--- src/mchan_rx_pkg.sv ---
// Shared width typedefs and AXI burst constants for the external read path

package mchan_rx_pkg;

   //**************************************************
   // Command side widths
   //**************************************************
   typedef logic [28:0] ext_add_t;    // External byte address
   typedef logic [14:0] mchan_len_t;  // Length in bytes minus one
   typedef logic [3:0]  ext_tid_t;    // Transaction ID

   //**************************************************
   // AXI4 read channel widths
   //**************************************************
   typedef logic [31:0] axi_addr_t;
   typedef logic [63:0] axi_data_t;   // One 64-bit beat
   typedef logic [3:0]  axi_id_t;
   typedef logic [7:0]  axi_len_t;    // Beats minus one

   // Local memory word address
   typedef logic [15:0] tcdm_add_t;

   //**************************************************
   // Burst encodings and beat geometry
   //**************************************************
   localparam logic [1:0] BURST_FIXED = 2'b00;
   localparam logic [1:0] BURST_INCR  = 2'b01;

   // Bytes per beat, also the TCDM word size
   localparam int unsigned BEAT_BYTES = 8;

endpackage

--- src/ext_cmd_queue.sv ---
// Command FIFO holding external read requests until an ID and the AR channel are free

`timescale 1ns/1ps

module ext_cmd_queue #(
   parameter int unsigned DEPTH = 4
) (
   input  logic                     clk_i,
   input  logic                     rst_ni,
   input  mchan_rx_pkg::ext_add_t   push_add_i,
   input  mchan_rx_pkg::mchan_len_t push_len_i,
   input  logic                     push_bst_i,
   input  logic                     push_req_i,
   output logic                     push_gnt_o,
   output logic                     pop_req_o,
   input  logic                     pop_gnt_i,
   output mchan_rx_pkg::ext_add_t   pop_add_o,
   output mchan_rx_pkg::mchan_len_t pop_len_o,
   output logic                     pop_bst_o
);
   import mchan_rx_pkg::*;

   localparam int unsigned PTR_W = (DEPTH > 1) ? $clog2(DEPTH) : 1;
   localparam int unsigned CNT_W = $clog2(DEPTH + 1);

   ext_add_t   add_mem [DEPTH];   // Command storage, no reset
   mchan_len_t len_mem [DEPTH];
   logic       bst_mem [DEPTH];

   logic [PTR_W-1:0] wr_ptr_q, rd_ptr_q;
   logic [CNT_W-1:0] cnt_q;       // Occupancy
   logic             push, pop;

   // Wrap for depths that are not a power of two
   function automatic logic [PTR_W-1:0] ptr_inc(input logic [PTR_W-1:0] ptr);
      return (ptr == PTR_W'(DEPTH - 1)) ? '0 : ptr + 1'b1;
   endfunction

   assign push_gnt_o = (cnt_q != CNT_W'(DEPTH)); // Room left
   assign pop_req_o  = (cnt_q != '0);            // Level request while not empty
   assign push       = push_req_i & push_gnt_o;
   assign pop        = pop_gnt_i & pop_req_o;

   always_ff @(posedge clk_i, negedge rst_ni)
   begin
      if (!rst_ni)
      begin
         wr_ptr_q <= '0;
         rd_ptr_q <= '0;
         cnt_q    <= '0;
      end
      else
      begin
         if (push) wr_ptr_q <= ptr_inc(wr_ptr_q);
         if (pop)  rd_ptr_q <= ptr_inc(rd_ptr_q);
         if (push && !pop)
            cnt_q <= cnt_q + 1'b1;
         else if (pop && !push)
            cnt_q <= cnt_q - 1'b1;
      end
   end

   // Payload write
   always_ff @(posedge clk_i)
   begin
      if (push)
      begin
         add_mem[wr_ptr_q] <= push_add_i;
         len_mem[wr_ptr_q] <= push_len_i;
         bst_mem[wr_ptr_q] <= push_bst_i;
      end
   end

   // Head of queue straight to the interface
   assign pop_add_o = add_mem[rd_ptr_q];
   assign pop_len_o = len_mem[rd_ptr_q];
   assign pop_bst_o = bst_mem[rd_ptr_q];

endmodule

--- src/ext_rx_data_buffer.sv ---
// Beat FIFO, transaction FIFO and TCDM write sequencer with word address counter

`timescale 1ns/1ps

module ext_rx_data_buffer #(
   parameter int unsigned NB_TID = 4
) (
   input  logic                    clk_i,
   input  logic                    rst_ni,
   input  logic                    trans_rx_req_i,
   input  mchan_rx_pkg::ext_tid_t  trans_tid_i,
   output logic                    trans_rx_gnt_o,
   input  logic                    rx_data_req_i,
   input  mchan_rx_pkg::axi_data_t rx_data_dat_i,
   input  logic                    rx_data_last_i,
   output logic                    rx_data_gnt_o,
   output mchan_rx_pkg::ext_tid_t  look_tid_o,
   input  mchan_rx_pkg::ext_add_t  look_add_i,
   output logic                    tcdm_req_o,
   output mchan_rx_pkg::tcdm_add_t tcdm_add_o,
   output mchan_rx_pkg::axi_data_t tcdm_data_o,
   input  logic                    tcdm_gnt_i
);
   import mchan_rx_pkg::*;

   localparam int unsigned BYTE_W = $clog2(BEAT_BYTES);
   localparam int unsigned PTR_W  = (NB_TID > 1) ? $clog2(NB_TID) : 1;
   localparam int unsigned CNT_W  = $clog2(NB_TID + 1);

   tcdm_add_t        base_mem [NB_TID];  // Word base of each open transaction
   axi_data_t        dat_mem  [NB_TID];  // Beat payload
   logic             last_mem [NB_TID];
   logic [PTR_W-1:0] t_wr_q, t_rd_q, b_wr_q, b_rd_q;
   logic [CNT_W-1:0] t_cnt_q, b_cnt_q;
   logic             t_push, t_pop, b_push, b_pop, wr_done;
   logic             cnt_valid_q;        // Counter holds the next address
   tcdm_add_t        word_cnt_q;

   function automatic logic [PTR_W-1:0] ptr_inc(input logic [PTR_W-1:0] ptr);
      return (ptr == PTR_W'(NB_TID - 1)) ? '0 : ptr + 1'b1;
   endfunction

   // Base lookup while the ID is still held by this burst
   assign look_tid_o     = trans_tid_i;

   assign trans_rx_gnt_o = (t_cnt_q != CNT_W'(NB_TID));
   assign rx_data_gnt_o  = (b_cnt_q != CNT_W'(NB_TID));
   assign t_push         = trans_rx_req_i & trans_rx_gnt_o;
   assign b_push         = rx_data_req_i & rx_data_gnt_o;

   //**************************************************
   // TCDM write side
   //**************************************************
   assign tcdm_req_o  = (t_cnt_q != '0) && (b_cnt_q != '0);
   assign tcdm_add_o  = cnt_valid_q ? word_cnt_q : base_mem[t_rd_q]; // First beat from base
   assign tcdm_data_o = dat_mem[b_rd_q];
   assign wr_done     = tcdm_req_o & tcdm_gnt_i;
   assign b_pop       = wr_done;
   assign t_pop       = wr_done & last_mem[b_rd_q]; // Transaction closes on last beat

   always_ff @(posedge clk_i, negedge rst_ni)
   begin
      if (!rst_ni)
      begin
         t_wr_q      <= '0;
         t_rd_q      <= '0;
         t_cnt_q     <= '0;
         b_wr_q      <= '0;
         b_rd_q      <= '0;
         b_cnt_q     <= '0;
         cnt_valid_q <= 1'b0;
      end
      else
      begin
         if (t_push) t_wr_q <= ptr_inc(t_wr_q);
         if (t_pop)  t_rd_q <= ptr_inc(t_rd_q);
         if (b_push) b_wr_q <= ptr_inc(b_wr_q);
         if (b_pop)  b_rd_q <= ptr_inc(b_rd_q);
         t_cnt_q <= t_cnt_q + CNT_W'(t_push) - CNT_W'(t_pop);
         b_cnt_q <= b_cnt_q + CNT_W'(b_push) - CNT_W'(b_pop);
         if (wr_done)
            cnt_valid_q <= !last_mem[b_rd_q];   // Reload from base on next transaction
      end
   end

   // Storage and word counter
   always_ff @(posedge clk_i)
   begin
      if (t_push) base_mem[t_wr_q] <= tcdm_add_t'(look_add_i >> BYTE_W);
      if (b_push)
      begin
         dat_mem[b_wr_q]  <= rx_data_dat_i;
         last_mem[b_wr_q] <= rx_data_last_i;
      end
      if (wr_done) word_cnt_q <= tcdm_add_o + 1'b1; // Next word of the burst
   end

endmodule

--- src/ext_rx_if.sv ---
// AR request decode, beat count and R channel tracking FSM

`timescale 1ns/1ps

module ext_rx_if (
   input  logic                     clk_i,
   input  logic                     rst_ni,
   // Command from the queue
   input  mchan_rx_pkg::ext_add_t   cmd_add_i,
   input  mchan_rx_pkg::mchan_len_t cmd_len_i,
   input  logic                     cmd_bst_i,
   input  logic                     cmd_req_i,
   output logic                     cmd_gnt_o,
   // ID generator
   input  logic                     valid_tid_i,
   input  mchan_rx_pkg::ext_tid_t   new_tid_i,
   output logic                     release_tid_o,
   output mchan_rx_pkg::ext_tid_t   res_tid_o,
   // AXI AR
   output logic                     axi_ar_valid_o,
   output mchan_rx_pkg::axi_addr_t  axi_ar_addr_o,
   output mchan_rx_pkg::axi_len_t   axi_ar_len_o,
   output logic [2:0]               axi_ar_size_o,
   output logic [1:0]               axi_ar_burst_o,
   output mchan_rx_pkg::axi_id_t    axi_ar_id_o,
   input  logic                     axi_ar_ready_i,
   // AXI R
   input  logic                     axi_r_valid_i,
   input  logic                     axi_r_last_i,
   input  mchan_rx_pkg::axi_id_t    axi_r_id_i,
   output logic                     axi_r_ready_o,
   // Data buffer
   input  logic                     trans_rx_gnt_i,
   input  logic                     tcdm_gnt_i,
   input  logic                     rx_data_gnt_i,
   output logic                     trans_rx_req_o,
   output logic                     rx_data_req_o,
   output logic                     synch_req_o
);
   import mchan_rx_pkg::*;

   localparam int unsigned BYTE_W = $clog2(BEAT_BYTES); // Byte offset bits

   typedef enum logic {trans_idle, trans_run} state_t;

   state_t           state_q, state_d;
   mchan_len_t       beats_base;   // Whole words in the length
   logic [BYTE_W:0]  low_sum;      // Carry into bit BYTE_W means one more beat
   axi_len_t         beats_nb;
   logic             start_ok;     // Buffer can open a new transaction
   logic             accept;       // Beat taken this cycle

   //**************************************************
   // Beat count
   //**************************************************
   always_comb
   begin
      beats_base = cmd_len_i >> BYTE_W;
      low_sum    = {1'b0, cmd_add_i[BYTE_W-1:0]} + {1'b0, cmd_len_i[BYTE_W-1:0]};
      if (low_sum[BYTE_W])
         beats_nb = axi_len_t'(beats_base + mchan_len_t'(1)); // Crosses a word boundary
      else
         beats_nb = axi_len_t'(beats_base);
   end

   //**************************************************
   // Request channel
   //**************************************************
   // Queue head, AR slot and free ID all needed in the same cycle
   assign cmd_gnt_o      = cmd_req_i & axi_ar_ready_i & valid_tid_i;
   assign axi_ar_valid_o = cmd_gnt_o;

   assign axi_ar_addr_o  = axi_addr_t'(cmd_add_i);   // Zero-extended
   assign axi_ar_len_o   = beats_nb;
   assign axi_ar_size_o  = 3'(BYTE_W);               // 8 bytes per beat
   assign axi_ar_burst_o = cmd_bst_i ? BURST_INCR : BURST_FIXED;
   assign axi_ar_id_o    = axi_id_t'(new_tid_i);

   //**************************************************
   // Response channel FSM
   //**************************************************
   always_ff @(posedge clk_i, negedge rst_ni)
   begin
      if (!rst_ni)
         state_q <= trans_idle;
      else
         state_q <= state_d;
   end

   assign start_ok = trans_rx_gnt_i & tcdm_gnt_i; // TCDM grant only gates the start

   always_comb
   begin
      state_d        = state_q;
      trans_rx_req_o = 1'b0;
      accept         = 1'b0;
      case (state_q)
         trans_idle:
         begin
            // First beat opens the transaction in the buffer
            if (axi_r_valid_i && rx_data_gnt_i && start_ok)
            begin
               accept         = 1'b1;
               trans_rx_req_o = 1'b1;
               if (!axi_r_last_i) state_d = trans_run; // Single beat stays idle
            end
         end
         trans_run:
         begin
            if (axi_r_valid_i && rx_data_gnt_i)
            begin
               accept = 1'b1;
               if (axi_r_last_i) state_d = trans_idle; // Burst done
            end
         end
         default: state_d = trans_idle;
      endcase
   end

   // R ready follows the beat FIFO space
   assign axi_r_ready_o = accept;
   assign rx_data_req_o = accept;
   assign release_tid_o = accept & axi_r_last_i;   // ID back to the pool
   assign synch_req_o   = accept & axi_r_last_i;   // Completion pulse
   assign res_tid_o     = ext_tid_t'(axi_r_id_i);

endmodule

--- src/ext_rx_top.sv ---
// Top level of the external read path: command queue, ID pool, AXI interface, TCDM buffer

`timescale 1ns/1ps

module ext_rx_top #(
   parameter int unsigned NB_TID    = 4,
   parameter int unsigned CMD_DEPTH = 4
) (
   input  logic                     clk_i,
   input  logic                     rst_ni,
   // Command in
   input  mchan_rx_pkg::ext_add_t   cmd_add_i,
   input  mchan_rx_pkg::mchan_len_t cmd_len_i,
   input  logic                     cmd_bst_i,
   input  logic                     cmd_req_i,
   output logic                     cmd_gnt_o,
   // AXI AR
   output logic                     axi_ar_valid_o,
   output mchan_rx_pkg::axi_addr_t  axi_ar_addr_o,
   output mchan_rx_pkg::axi_len_t   axi_ar_len_o,
   output logic [2:0]               axi_ar_size_o,
   output logic [1:0]               axi_ar_burst_o,
   output mchan_rx_pkg::axi_id_t    axi_ar_id_o,
   input  logic                     axi_ar_ready_i,
   // AXI R
   input  logic                     axi_r_valid_i,
   input  mchan_rx_pkg::axi_data_t  axi_r_data_i,
   input  logic                     axi_r_last_i,
   input  mchan_rx_pkg::axi_id_t    axi_r_id_i,
   output logic                     axi_r_ready_o,
   // TCDM write
   output logic                     tcdm_req_o,
   output mchan_rx_pkg::tcdm_add_t  tcdm_add_o,
   output mchan_rx_pkg::axi_data_t  tcdm_data_o,
   input  logic                     tcdm_gnt_i,
   output logic                     synch_o
);
   import mchan_rx_pkg::*;

   logic       q_req, q_gnt, q_bst;           // Queue head handshake
   ext_add_t   q_add;
   mchan_len_t q_len;
   logic       valid_tid, release_tid;
   ext_tid_t   new_tid, res_tid, look_tid;
   ext_add_t   look_add;
   logic       trans_rx_req, trans_rx_gnt, rx_data_req, rx_data_gnt;

   ext_cmd_queue #(.DEPTH(CMD_DEPTH)) i_cmd_queue (
      .clk_i, .rst_ni,
      .push_add_i (cmd_add_i), .push_len_i (cmd_len_i), .push_bst_i (cmd_bst_i),
      .push_req_i (cmd_req_i), .push_gnt_o (cmd_gnt_o),
      .pop_req_o  (q_req),     .pop_gnt_i  (q_gnt),
      .pop_add_o  (q_add),     .pop_len_o  (q_len),     .pop_bst_o  (q_bst)
   );

   // Pop strobe doubles as the ID allocate
   ext_tid_gen #(.NB_TID(NB_TID)) i_tid_gen (
      .clk_i, .rst_ni,
      .alloc_i   (q_gnt),       .alloc_add_i   (q_add),
      .release_i (release_tid), .release_tid_i (res_tid),
      .look_tid_i (look_tid),   .valid_tid_o   (valid_tid),
      .new_tid_o (new_tid),     .look_add_o    (look_add)
   );

   ext_rx_if i_rx_if (
      .clk_i, .rst_ni,
      .cmd_add_i (q_add), .cmd_len_i (q_len), .cmd_bst_i (q_bst),
      .cmd_req_i (q_req), .cmd_gnt_o (q_gnt),
      .valid_tid_i (valid_tid), .new_tid_i (new_tid),
      .release_tid_o (release_tid), .res_tid_o (res_tid),
      .axi_ar_valid_o, .axi_ar_addr_o, .axi_ar_len_o, .axi_ar_size_o,
      .axi_ar_burst_o, .axi_ar_id_o, .axi_ar_ready_i,
      .axi_r_valid_i, .axi_r_last_i, .axi_r_id_i, .axi_r_ready_o,
      .trans_rx_gnt_i (trans_rx_gnt), .tcdm_gnt_i, .rx_data_gnt_i (rx_data_gnt),
      .trans_rx_req_o (trans_rx_req), .rx_data_req_o (rx_data_req),
      .synch_req_o (synch_o)
   );

   // R data and last go straight into the beat FIFO
   ext_rx_data_buffer #(.NB_TID(NB_TID)) i_data_buffer (
      .clk_i, .rst_ni,
      .trans_rx_req_i (trans_rx_req), .trans_tid_i (res_tid), .trans_rx_gnt_o (trans_rx_gnt),
      .rx_data_req_i (rx_data_req), .rx_data_dat_i (axi_r_data_i),
      .rx_data_last_i (axi_r_last_i), .rx_data_gnt_o (rx_data_gnt),
      .look_tid_o (look_tid), .look_add_i (look_add),
      .tcdm_req_o, .tcdm_add_o, .tcdm_data_o, .tcdm_gnt_i
   );

endmodule

--- src/ext_tid_gen.sv ---
// Transaction ID free list with a per-ID base address table

`timescale 1ns/1ps

module ext_tid_gen #(
   parameter int unsigned NB_TID = 4
) (
   input  logic                   clk_i,
   input  logic                   rst_ni,
   input  logic                   alloc_i,
   input  mchan_rx_pkg::ext_add_t alloc_add_i,
   input  logic                   release_i,
   input  mchan_rx_pkg::ext_tid_t release_tid_i,
   input  mchan_rx_pkg::ext_tid_t look_tid_i,
   output logic                   valid_tid_o,
   output mchan_rx_pkg::ext_tid_t new_tid_o,
   output mchan_rx_pkg::ext_add_t look_add_o
);
   import mchan_rx_pkg::*;

   localparam int unsigned IDX_W = (NB_TID > 1) ? $clog2(NB_TID) : 1;

   logic [NB_TID-1:0] busy_q;             // One bit per ID in flight
   ext_add_t          add_tab [NB_TID];   // Command address per ID
   logic [IDX_W-1:0]  new_idx;
   logic              alloc;

   //**************************************************
   // Lowest free ID
   //**************************************************
   always_comb
   begin
      new_idx = '0;
      for (int i = NB_TID - 1; i >= 0; i--)
      begin
         if (!busy_q[i]) new_idx = IDX_W'(i); // Last hit wins, lowest index
      end
   end

   assign valid_tid_o = ~&busy_q;
   assign new_tid_o   = ext_tid_t'(new_idx);
   assign alloc       = alloc_i & valid_tid_o;

   // Busy bitmap, release and allocate never hit the same ID
   always_ff @(posedge clk_i, negedge rst_ni)
   begin
      if (!rst_ni)
         busy_q <= '0;                      // All IDs free
      else
      begin
         for (int i = 0; i < NB_TID; i++)
         begin
            if (release_i && release_tid_i == ext_tid_t'(i))
               busy_q[i] <= 1'b0;
            if (alloc && new_idx == IDX_W'(i))
               busy_q[i] <= 1'b1;
         end
      end
   end

   // Base address latched at allocation
   always_ff @(posedge clk_i)
   begin
      if (alloc) add_tab[new_idx] <= alloc_add_i;
   end

   assign look_add_o = add_tab[look_tid_i[IDX_W-1:0]]; // Combinational lookup

endmodule

--- config.mk ---
export PLATFORM = sky130hd
export DESIGN_NAME = ext_rx_top
export DESIGN_NICKNAME = d
export VERILOG_FILES = /design/src/mchan_rx_pkg.sv /design/src/ext_cmd_queue.sv /design/src/ext_rx_data_buffer.sv /design/src/ext_rx_if.sv /design/src/ext_rx_top.sv /design/src/ext_tid_gen.sv
export SDC_FILE = /design/constraint.sdc
export NUM_CORES = 1
export LEC_CHECK = 0
export BUFFER_PORTS_ARGS = -buffer_cell sky130_fd_sc_hd__buf_4
export CAP_MARGIN = 20
export CORE_MARGIN = 1
export CORE_UTILIZATION = 52
export DETAILED_ROUTE_END_ITERATION = 10
export PLACE_DENSITY = 0.7
export SYNTH_ARGS = -nofsm -noshare
export SYNTH_HDL_FRONTEND = slang
export SYNTH_SLANG_ARGS = --single-unit
--- constraint.sdc ---
create_clock -name clk_i -period 4.22 [get_ports clk_i]
set_input_delay 0.844 -clock clk_i [delete_from_list [all_inputs] [get_ports clk_i]]
set_output_delay 0.844 -clock clk_i [all_outputs]
set_load 0.03 [all_outputs]
# After elaboration in Yosys (flattened, before gate mapping)
# Memory sizes are Yosys's and may differ from the RTL's.
# Cells that the tools add are included.
# op_classes
n_div	0
reduce_logical	28
shift	0
bitwise	12
order_cmp	0
addsub	15
mux	39
n_eq_ne	15
multipliers	0
# op_table
op	count
two-way mux 1 bit	23
two-way mux 2 bit	10
adder 16 x 1 -> 16 bit, second input constant	1
equality test 2 bit, second input constant	8
two-way mux 16 bit	1
logical AND 1 bit	13
adder 2 x 1 -> 2 bit, second input constant	6
bitwise AND 1 bit	11
nonzero test 2 bit	5
inequality test 3 bit, second input constant	3
nonzero test 3 bit	3
adder 8 x 1 -> 8 bit, second input constant	1
equality test 4 x 2 -> 1 bit, second input constant	2
two-way mux 8 bit	1
adder 3 x 1 -> 3 bit	2
two-way mux 3 bit	2
subtractor 3 x 1 -> 3 bit	2
adder 3 x 3 -> 4 bit	1
equality test 4 x 1 -> 1 bit, second input constant	1
logical NOT 1 bit	4
logical NOT 4 bit	1
one-hot mux 1 bit (2 select lines)	2
AND reduction 4 bit	1
adder 3 x 1 -> 3 bit, second input constant	1
4 further kinds	4
# totals
mem_bits_ro	0
word_cells	132
reg_bits	43
inputBits	120
latchBits	0
ram_bits	620
output_inout_bits	134
n_memories	7
# memory_table
name	words	width	rd	rd_clocked_by_memory_dff	write_ports	line	text
i_data_buffer.dat_mem	4	64	1	0	1	ext_rx_data_buffer.sv:31	axi_data_t dat_mem [NB_TID];
i_cmd_queue.add_mem	4	29	1	0	1	ext_cmd_queue.sv:26	ext_add_t add_mem [DEPTH];
i_tid_gen.add_tab	4	29	1	0	1	ext_tid_gen.sv:24	ext_add_t add_tab [NB_TID];
i_data_buffer.base_mem	4	16	1	0	1	ext_rx_data_buffer.sv:30	tcdm_add_t base_mem [NB_TID];
i_cmd_queue.len_mem	4	15	1	0	1	ext_cmd_queue.sv:27	mchan_len_t len_mem [DEPTH];
i_cmd_queue.bst_mem	4	1	1	0	1	ext_cmd_queue.sv:28	logic bst_mem [DEPTH];
+1 memories	n/a	n/a	n/a	n/a	n/a	n/a	

# Longest topological paths before layout
# depth
depth_word	9
mapped_depth	12
ltp_nobuf	12

# By module
# A second synthesis with hierarchy kept.
# hier_totals
hier_cells	1150
area_unflattened_um2	25665.9
# modules_own_cells
module	area_each_um2	seq_area_each_um2	n_inst	cells_per_inst
ext_rx_data_buffer	13679.4	10585.2	1	615
ext_cmd_queue	6920.4	5580.4	1	271
ext_tid_gen	4445.5	3583.4	1	182
ext_rx_if	620.6	25.0	1	82

# Worst setup path before layout
# Ideal clock, no wire load.
# synth_timing
kind	register to output
startpoint	register i_cmd_queue.rd_ptr_q[0]
endpoint	output axi_ar_len_o[4]
setup_slack_ps	356
path_stages_with_launch	11
arrival_ps	3020
t_required_ps	3376
path_buffers	3
path_cell_list	dfrtp_1 -> buf_6 -> buf_4 -> buf_2 -> mux4_2 -> ha_1 -> a31o_1 -> a21oi_4 -> nand2b_2 -> nor2_1 -> xor2_1
# synth_between
elab_chain_cells	3
word_cells_on_any_way	5
cone_classes	add/sub: 2; mux: 1; memory: 2
# synth_rtl
item	line	text
start, declared	ext_cmd_queue.sv:30	logic [PTR_W-1:0] wr_ptr_q, rd_ptr_q;
start signal, assigned	ext_cmd_queue.sv:55	if (pop) rd_ptr_q <= ptr_inc(rd_ptr_q);
memory (4 x 29 bit)	n/a	
net axi_ar_addr_o[1]	ext_rx_top.sv:19	output mchan_rx_pkg::axi_addr_t axi_ar_addr_o,
adder 3 x 3 -> 4 bit	ext_rx_if.sv:59	low_sum = {1'b0, cmd_add_i[BYTE_W-1:0]} + {1'b0, cmd_len_i[BYTE_W-1:0]};
two-way mux 8 bit	ext_rx_if.sv:60	if (low_sum[BYTE_W])
end, declared	ext_rx_top.sv:20	output mchan_rx_pkg::axi_len_t axi_ar_len_o,
# The timed path passes the listed nets, and every way through them passes these cells.

# Final worst setup path
# layout_timing
startpoint	register i_cmd_queue.rd_ptr_q[0]
endpoint	output axi_ar_len_o[4]
# layout_between
elab_chain_cells	3
word_cells_on_any_way	5
cone_classes	add/sub: 2; mux: 1; memory: 2
# layout_rtl
item	line
memory (4 x 15 bit) or memory (4 x 29 bit) (tied branches)	n/a
adder 8 x 1 -> 8 bit or adder 3 x 3 -> 4 bit (tied branches)	ext_rx_if.sv:61, ext_rx_if.sv:59
two-way mux 8 bit (*)	ext_rx_if.sv:60
# Every way passes the cells marked *; elsewhere a longest branch is shown, timed or not.

==> impl_metrics.ini <==
[cts]
cts_buffer_depth = 3
cts_tree = yes
cts_root_buffer = clkbuf_16
cts.sinks = 595
htreeDepth = 2
clk_pin_slew_ps = 60
cts.repair.resized = 0
insertion_delay_ps = 610
cts_hold_buffers = 0
cts_buffers = 58
cts_setup_buffers = 0

[drt]
met1_length_mm = 17.9
drt_iter0_drc = 599
viasPerCell = 5.47
drtAntennaViolNets = 0
firstDrtPassIters = 5
met3_length_mm = 2.45
wl_mm = 43.0
vias = 10700
drcViolationCount = 0
post_drt_wl_per_cell_um = 22.0
route.met2.wl_mm = 21.5
routed.top_layer = met5

[floorplan]
coreArea_um2 = 43300
die-area_um2 = 44800
start_util_pct = 52.9
row_count = 76
io_pins = 254
die_h_um = 212
die_w_um = 212

[power_and_ir_drop]
vdd_drop_max_v = 0.000917
internal-power_mw = 13.7
pwr_density_cell_nw_per_um2 = 756
p_leak_nw = 9.47
power.share.sequential_pct = 40.4
power_frac_comb_pct = 34.9
swShare_pct = 33.7
power.net_switching_mw = 6.96
clkPwrFrac_pct = 24.8

[timing]
timing.final.crit_share_pct = 94.2
finalHoldViolations = 0
layout_min_cycle_time_ps = 3970
worst_pin_slew_ps = 969
slew_headroom_pct = 35.4
worst_slack_ps = 247
setup_tns_ps = 0
rsz0062_at_grt = false
skew_ps = 23.7
maxSlewViolCount = 0
setup_viol = 0
max_freq_ghz = 0.252

[grt]
grt_max_degree = 67
groute.usage.overall_pct = 19.6
antenna_found_initial = 4
overflow = 0
grt_pass1_vias = 11100
grt_pass1_wl_mm = 65.1

[outcome]
outcome = finished clean

[synthesis]
synthTopCellsByArea = edfxtp_1, mux4_2, dfrtp_1, ha_1, nand2_1
synth_area_leader_cell = edfxtp_1
synth_top_area_share_pct = 74.6
syn-cell-area_um2 = 22900
syn_avg_cell_area_um2 = 22.0
synth_cell_types = 57
ys_ff_latch = 595
yosysWarnings = 0
syn-instance-count = 1038
synth-seq-area-share_pct = 77.5

[place]
place_congestion = 0.778
place_area_um2 = 25400
portBuffers = 240
pre_cts_slack_ps = 837
hpwl_mm = 27.0
placedCellCount = 1850

[setup_path]
crit_arrival_ps = 3130
cp_max_fo = 15
cp.required_ps = 3380
cp-end-kind = output pin
crit_path_start_kind = flip-flop
setup.worst_path.class = reg2out

[final_layout]
areaGrowthSynthToFinish_pct = 19.5
stdcell_area_um2 = 27300
stdcell_count = 1960
finalNetCount = 1472
drive_gt1_share_pct = 37.7

[flow_run]
drv_cap = 0

[hold_path]
hp-class = in2async
[path summary, 6_finish.rpt]
kind / start / end / slack [ps] / cells after the start
min reg2reg: i_cmd_queue.cnt_q[2]$_DFFE_PN0P_ / i_cmd_queue.cnt_q[2]$_DFFE_PN0P_ / 520 / 1
min in group clk_i: cmd_add_i[25] / i_cmd_queue.add_mem[2][25]$_DFFE_PP_ / 430 / 1
max in group asynchronous: rst_ni / i_cmd_queue.rd_ptr_q[1]$_DFFE_PN0P_ / 3720 / 1
min: rst_ni / i_data_buffer.b_cnt_q[1]$_DFF_PN0_ / 160 / 1
max: i_cmd_queue.rd_ptr_q[0]$_DFFE_PN0P_ / axi_ar_len_o[4] / 250 / 8
max reg2reg: i_data_buffer.t_rd_q[0]$_DFFE_PN0P_ / i_data_buffer.word_cnt_q[14]$_DFFE_PP_ / 1150 / 8
[cell usage after synthesis, drive strengths merged]
| master | instances |
|---|---|
| mux4 | 132 |
| a41oi | 1 |
| nand3b | 4 |
| a21oi | 5 |
| nand2b | 4 |
| xor2 | 11 |
| a21boi | 7 |
| and3 | 7 |
| o22a | 1 |
| o21ai | 9 |
| dfrtp | 27 |
| inv | 27 |
| xnor2 | 16 |
| conb | 2 |
| and4 | 1 |
| edfxtp | 568 |
| clkbuf | 10 |
| mux2i | 13 |
| o221ai | 2 |
| buf | 36 |
| o21a | 2 |
| a22oi | 1 |
| nor3 | 11 |
| and2 | 11 |
| nor4 | 1 |
| ha | 24 |
| or3 | 2 |
| a31oi | 2 |
| a2bb2oi | 4 |
| nor3b | 1 |
| nand4 | 6 |
| a21o | 4 |
| a31o | 1 |
| fa | 3 |
| nand4b | 1 |
| mux2 | 7 |
| nand3 | 13 |
| o31ai | 2 |
| nor2 | 16 |
| nand2 | 42 |
| and2b | 1 |
[final cells by class]
class,instances,area [um^2]
fillers,2946,15900
flip-flops and latches,595,17700
clock buffers,69,1510
clock inverters,38,378
repair buffers,266,2050
inverters,27,101
well taps,585,732
multi-input cells,377,4820
diodes,3,7.51
[state kept, by name, summed over array words and instances (netlist names), 4 cells and up]
register and cells:
i_cmd_queue.len_mem 44, i_data_buffer.word_cnt_q 16, i_data_buffer.dat_mem 256, i_tid_gen.busy_q 4
i_cmd_queue.bst_mem 4, i_data_buffer.base_mem 64, i_tid_gen.add_tab 64, i_cmd_queue.add_mem 116
i_data_buffer.last_mem 4
[through the flow]
step	hold WS, ps	total power, mW	util (%)
floorplan	455	13.3	-
global placement	488	15.6	58.8
detailed placement	517	15.8	58.8
CTS	138	20.9	63.2
global route	163	21.6	63.2
finish	162	20.7	63.2
[critical path, cell delays in order, from the launching register on]
cell      delay, ps
dfrtp_2         650
mux4_2          580
ha_1            310
a31o_1          220
a21oi_4         210
nand2b_2        190
nor2_1           60
xor2_1          140
buf_4           180
[metal layers]
layer	up-vias	global-route usage (%)
met1	5561	26.0
met5	-	0
met3	87	4.73
met4	2	7.20
met2	269	31.7
li1	4803	-
[kinds of logic (layout without fill, tap and decap cells)]
| logic type | Yosys count | after routing | share of synthesized area, % |
|---|---|---|---|
| AOI/OAI and AO/OA | 41 | 41 | 1.37 |
| xor gates and xnor gates | 27 | 27 | 1.03 |
| adders and majority gates | 27 | 27 | 1.58 |
| buffers and inverters | 73 | 400 | 1.65 |
| DFF | 595 | 595 | 77.5 |
| muxes | 152 | 152 | 14.0 |
| other | 2 | 12 | 0.0328 |
| and+or+nand+nor | 121 | 121 | 2.83 |
[power groups by stage]
stage	clock, mW	sequential (mW)	combinational, mW
after floorplan	0	8.18	5.10
after global placement	0	8.40	7.23
after detailed placement	0	8.47	7.32
after CTS	5.23	8.36	7.34
after global routing	5.43	8.46	7.67
final	5.11	8.34	7.21
[layout by cell type (no fill, tap or decap), types with 5 or more instances in the layout]
cell type	count
nor3_1	8
buf_4	262
dfrtp_1	23
nand2_1	42
clkbuf_1	10
mux2_2	7
edfxtp_1	568
and2_1	6
bufinv_16	7
o21ai_0	9
mux4_1	5
clkbuf_16	59
clkinv_2	12
and3_2	5
ha_1	24
mux4_2	127
clkinvlp_4	7
xor2_1	11
xnor2_1	16
nand4_1	6
inv_1	26
nor2_1	14
nand3_1	12
conb_1	9
clkinv_1	10
mux2i_1	13
Power figures use the tool's default switching activity.
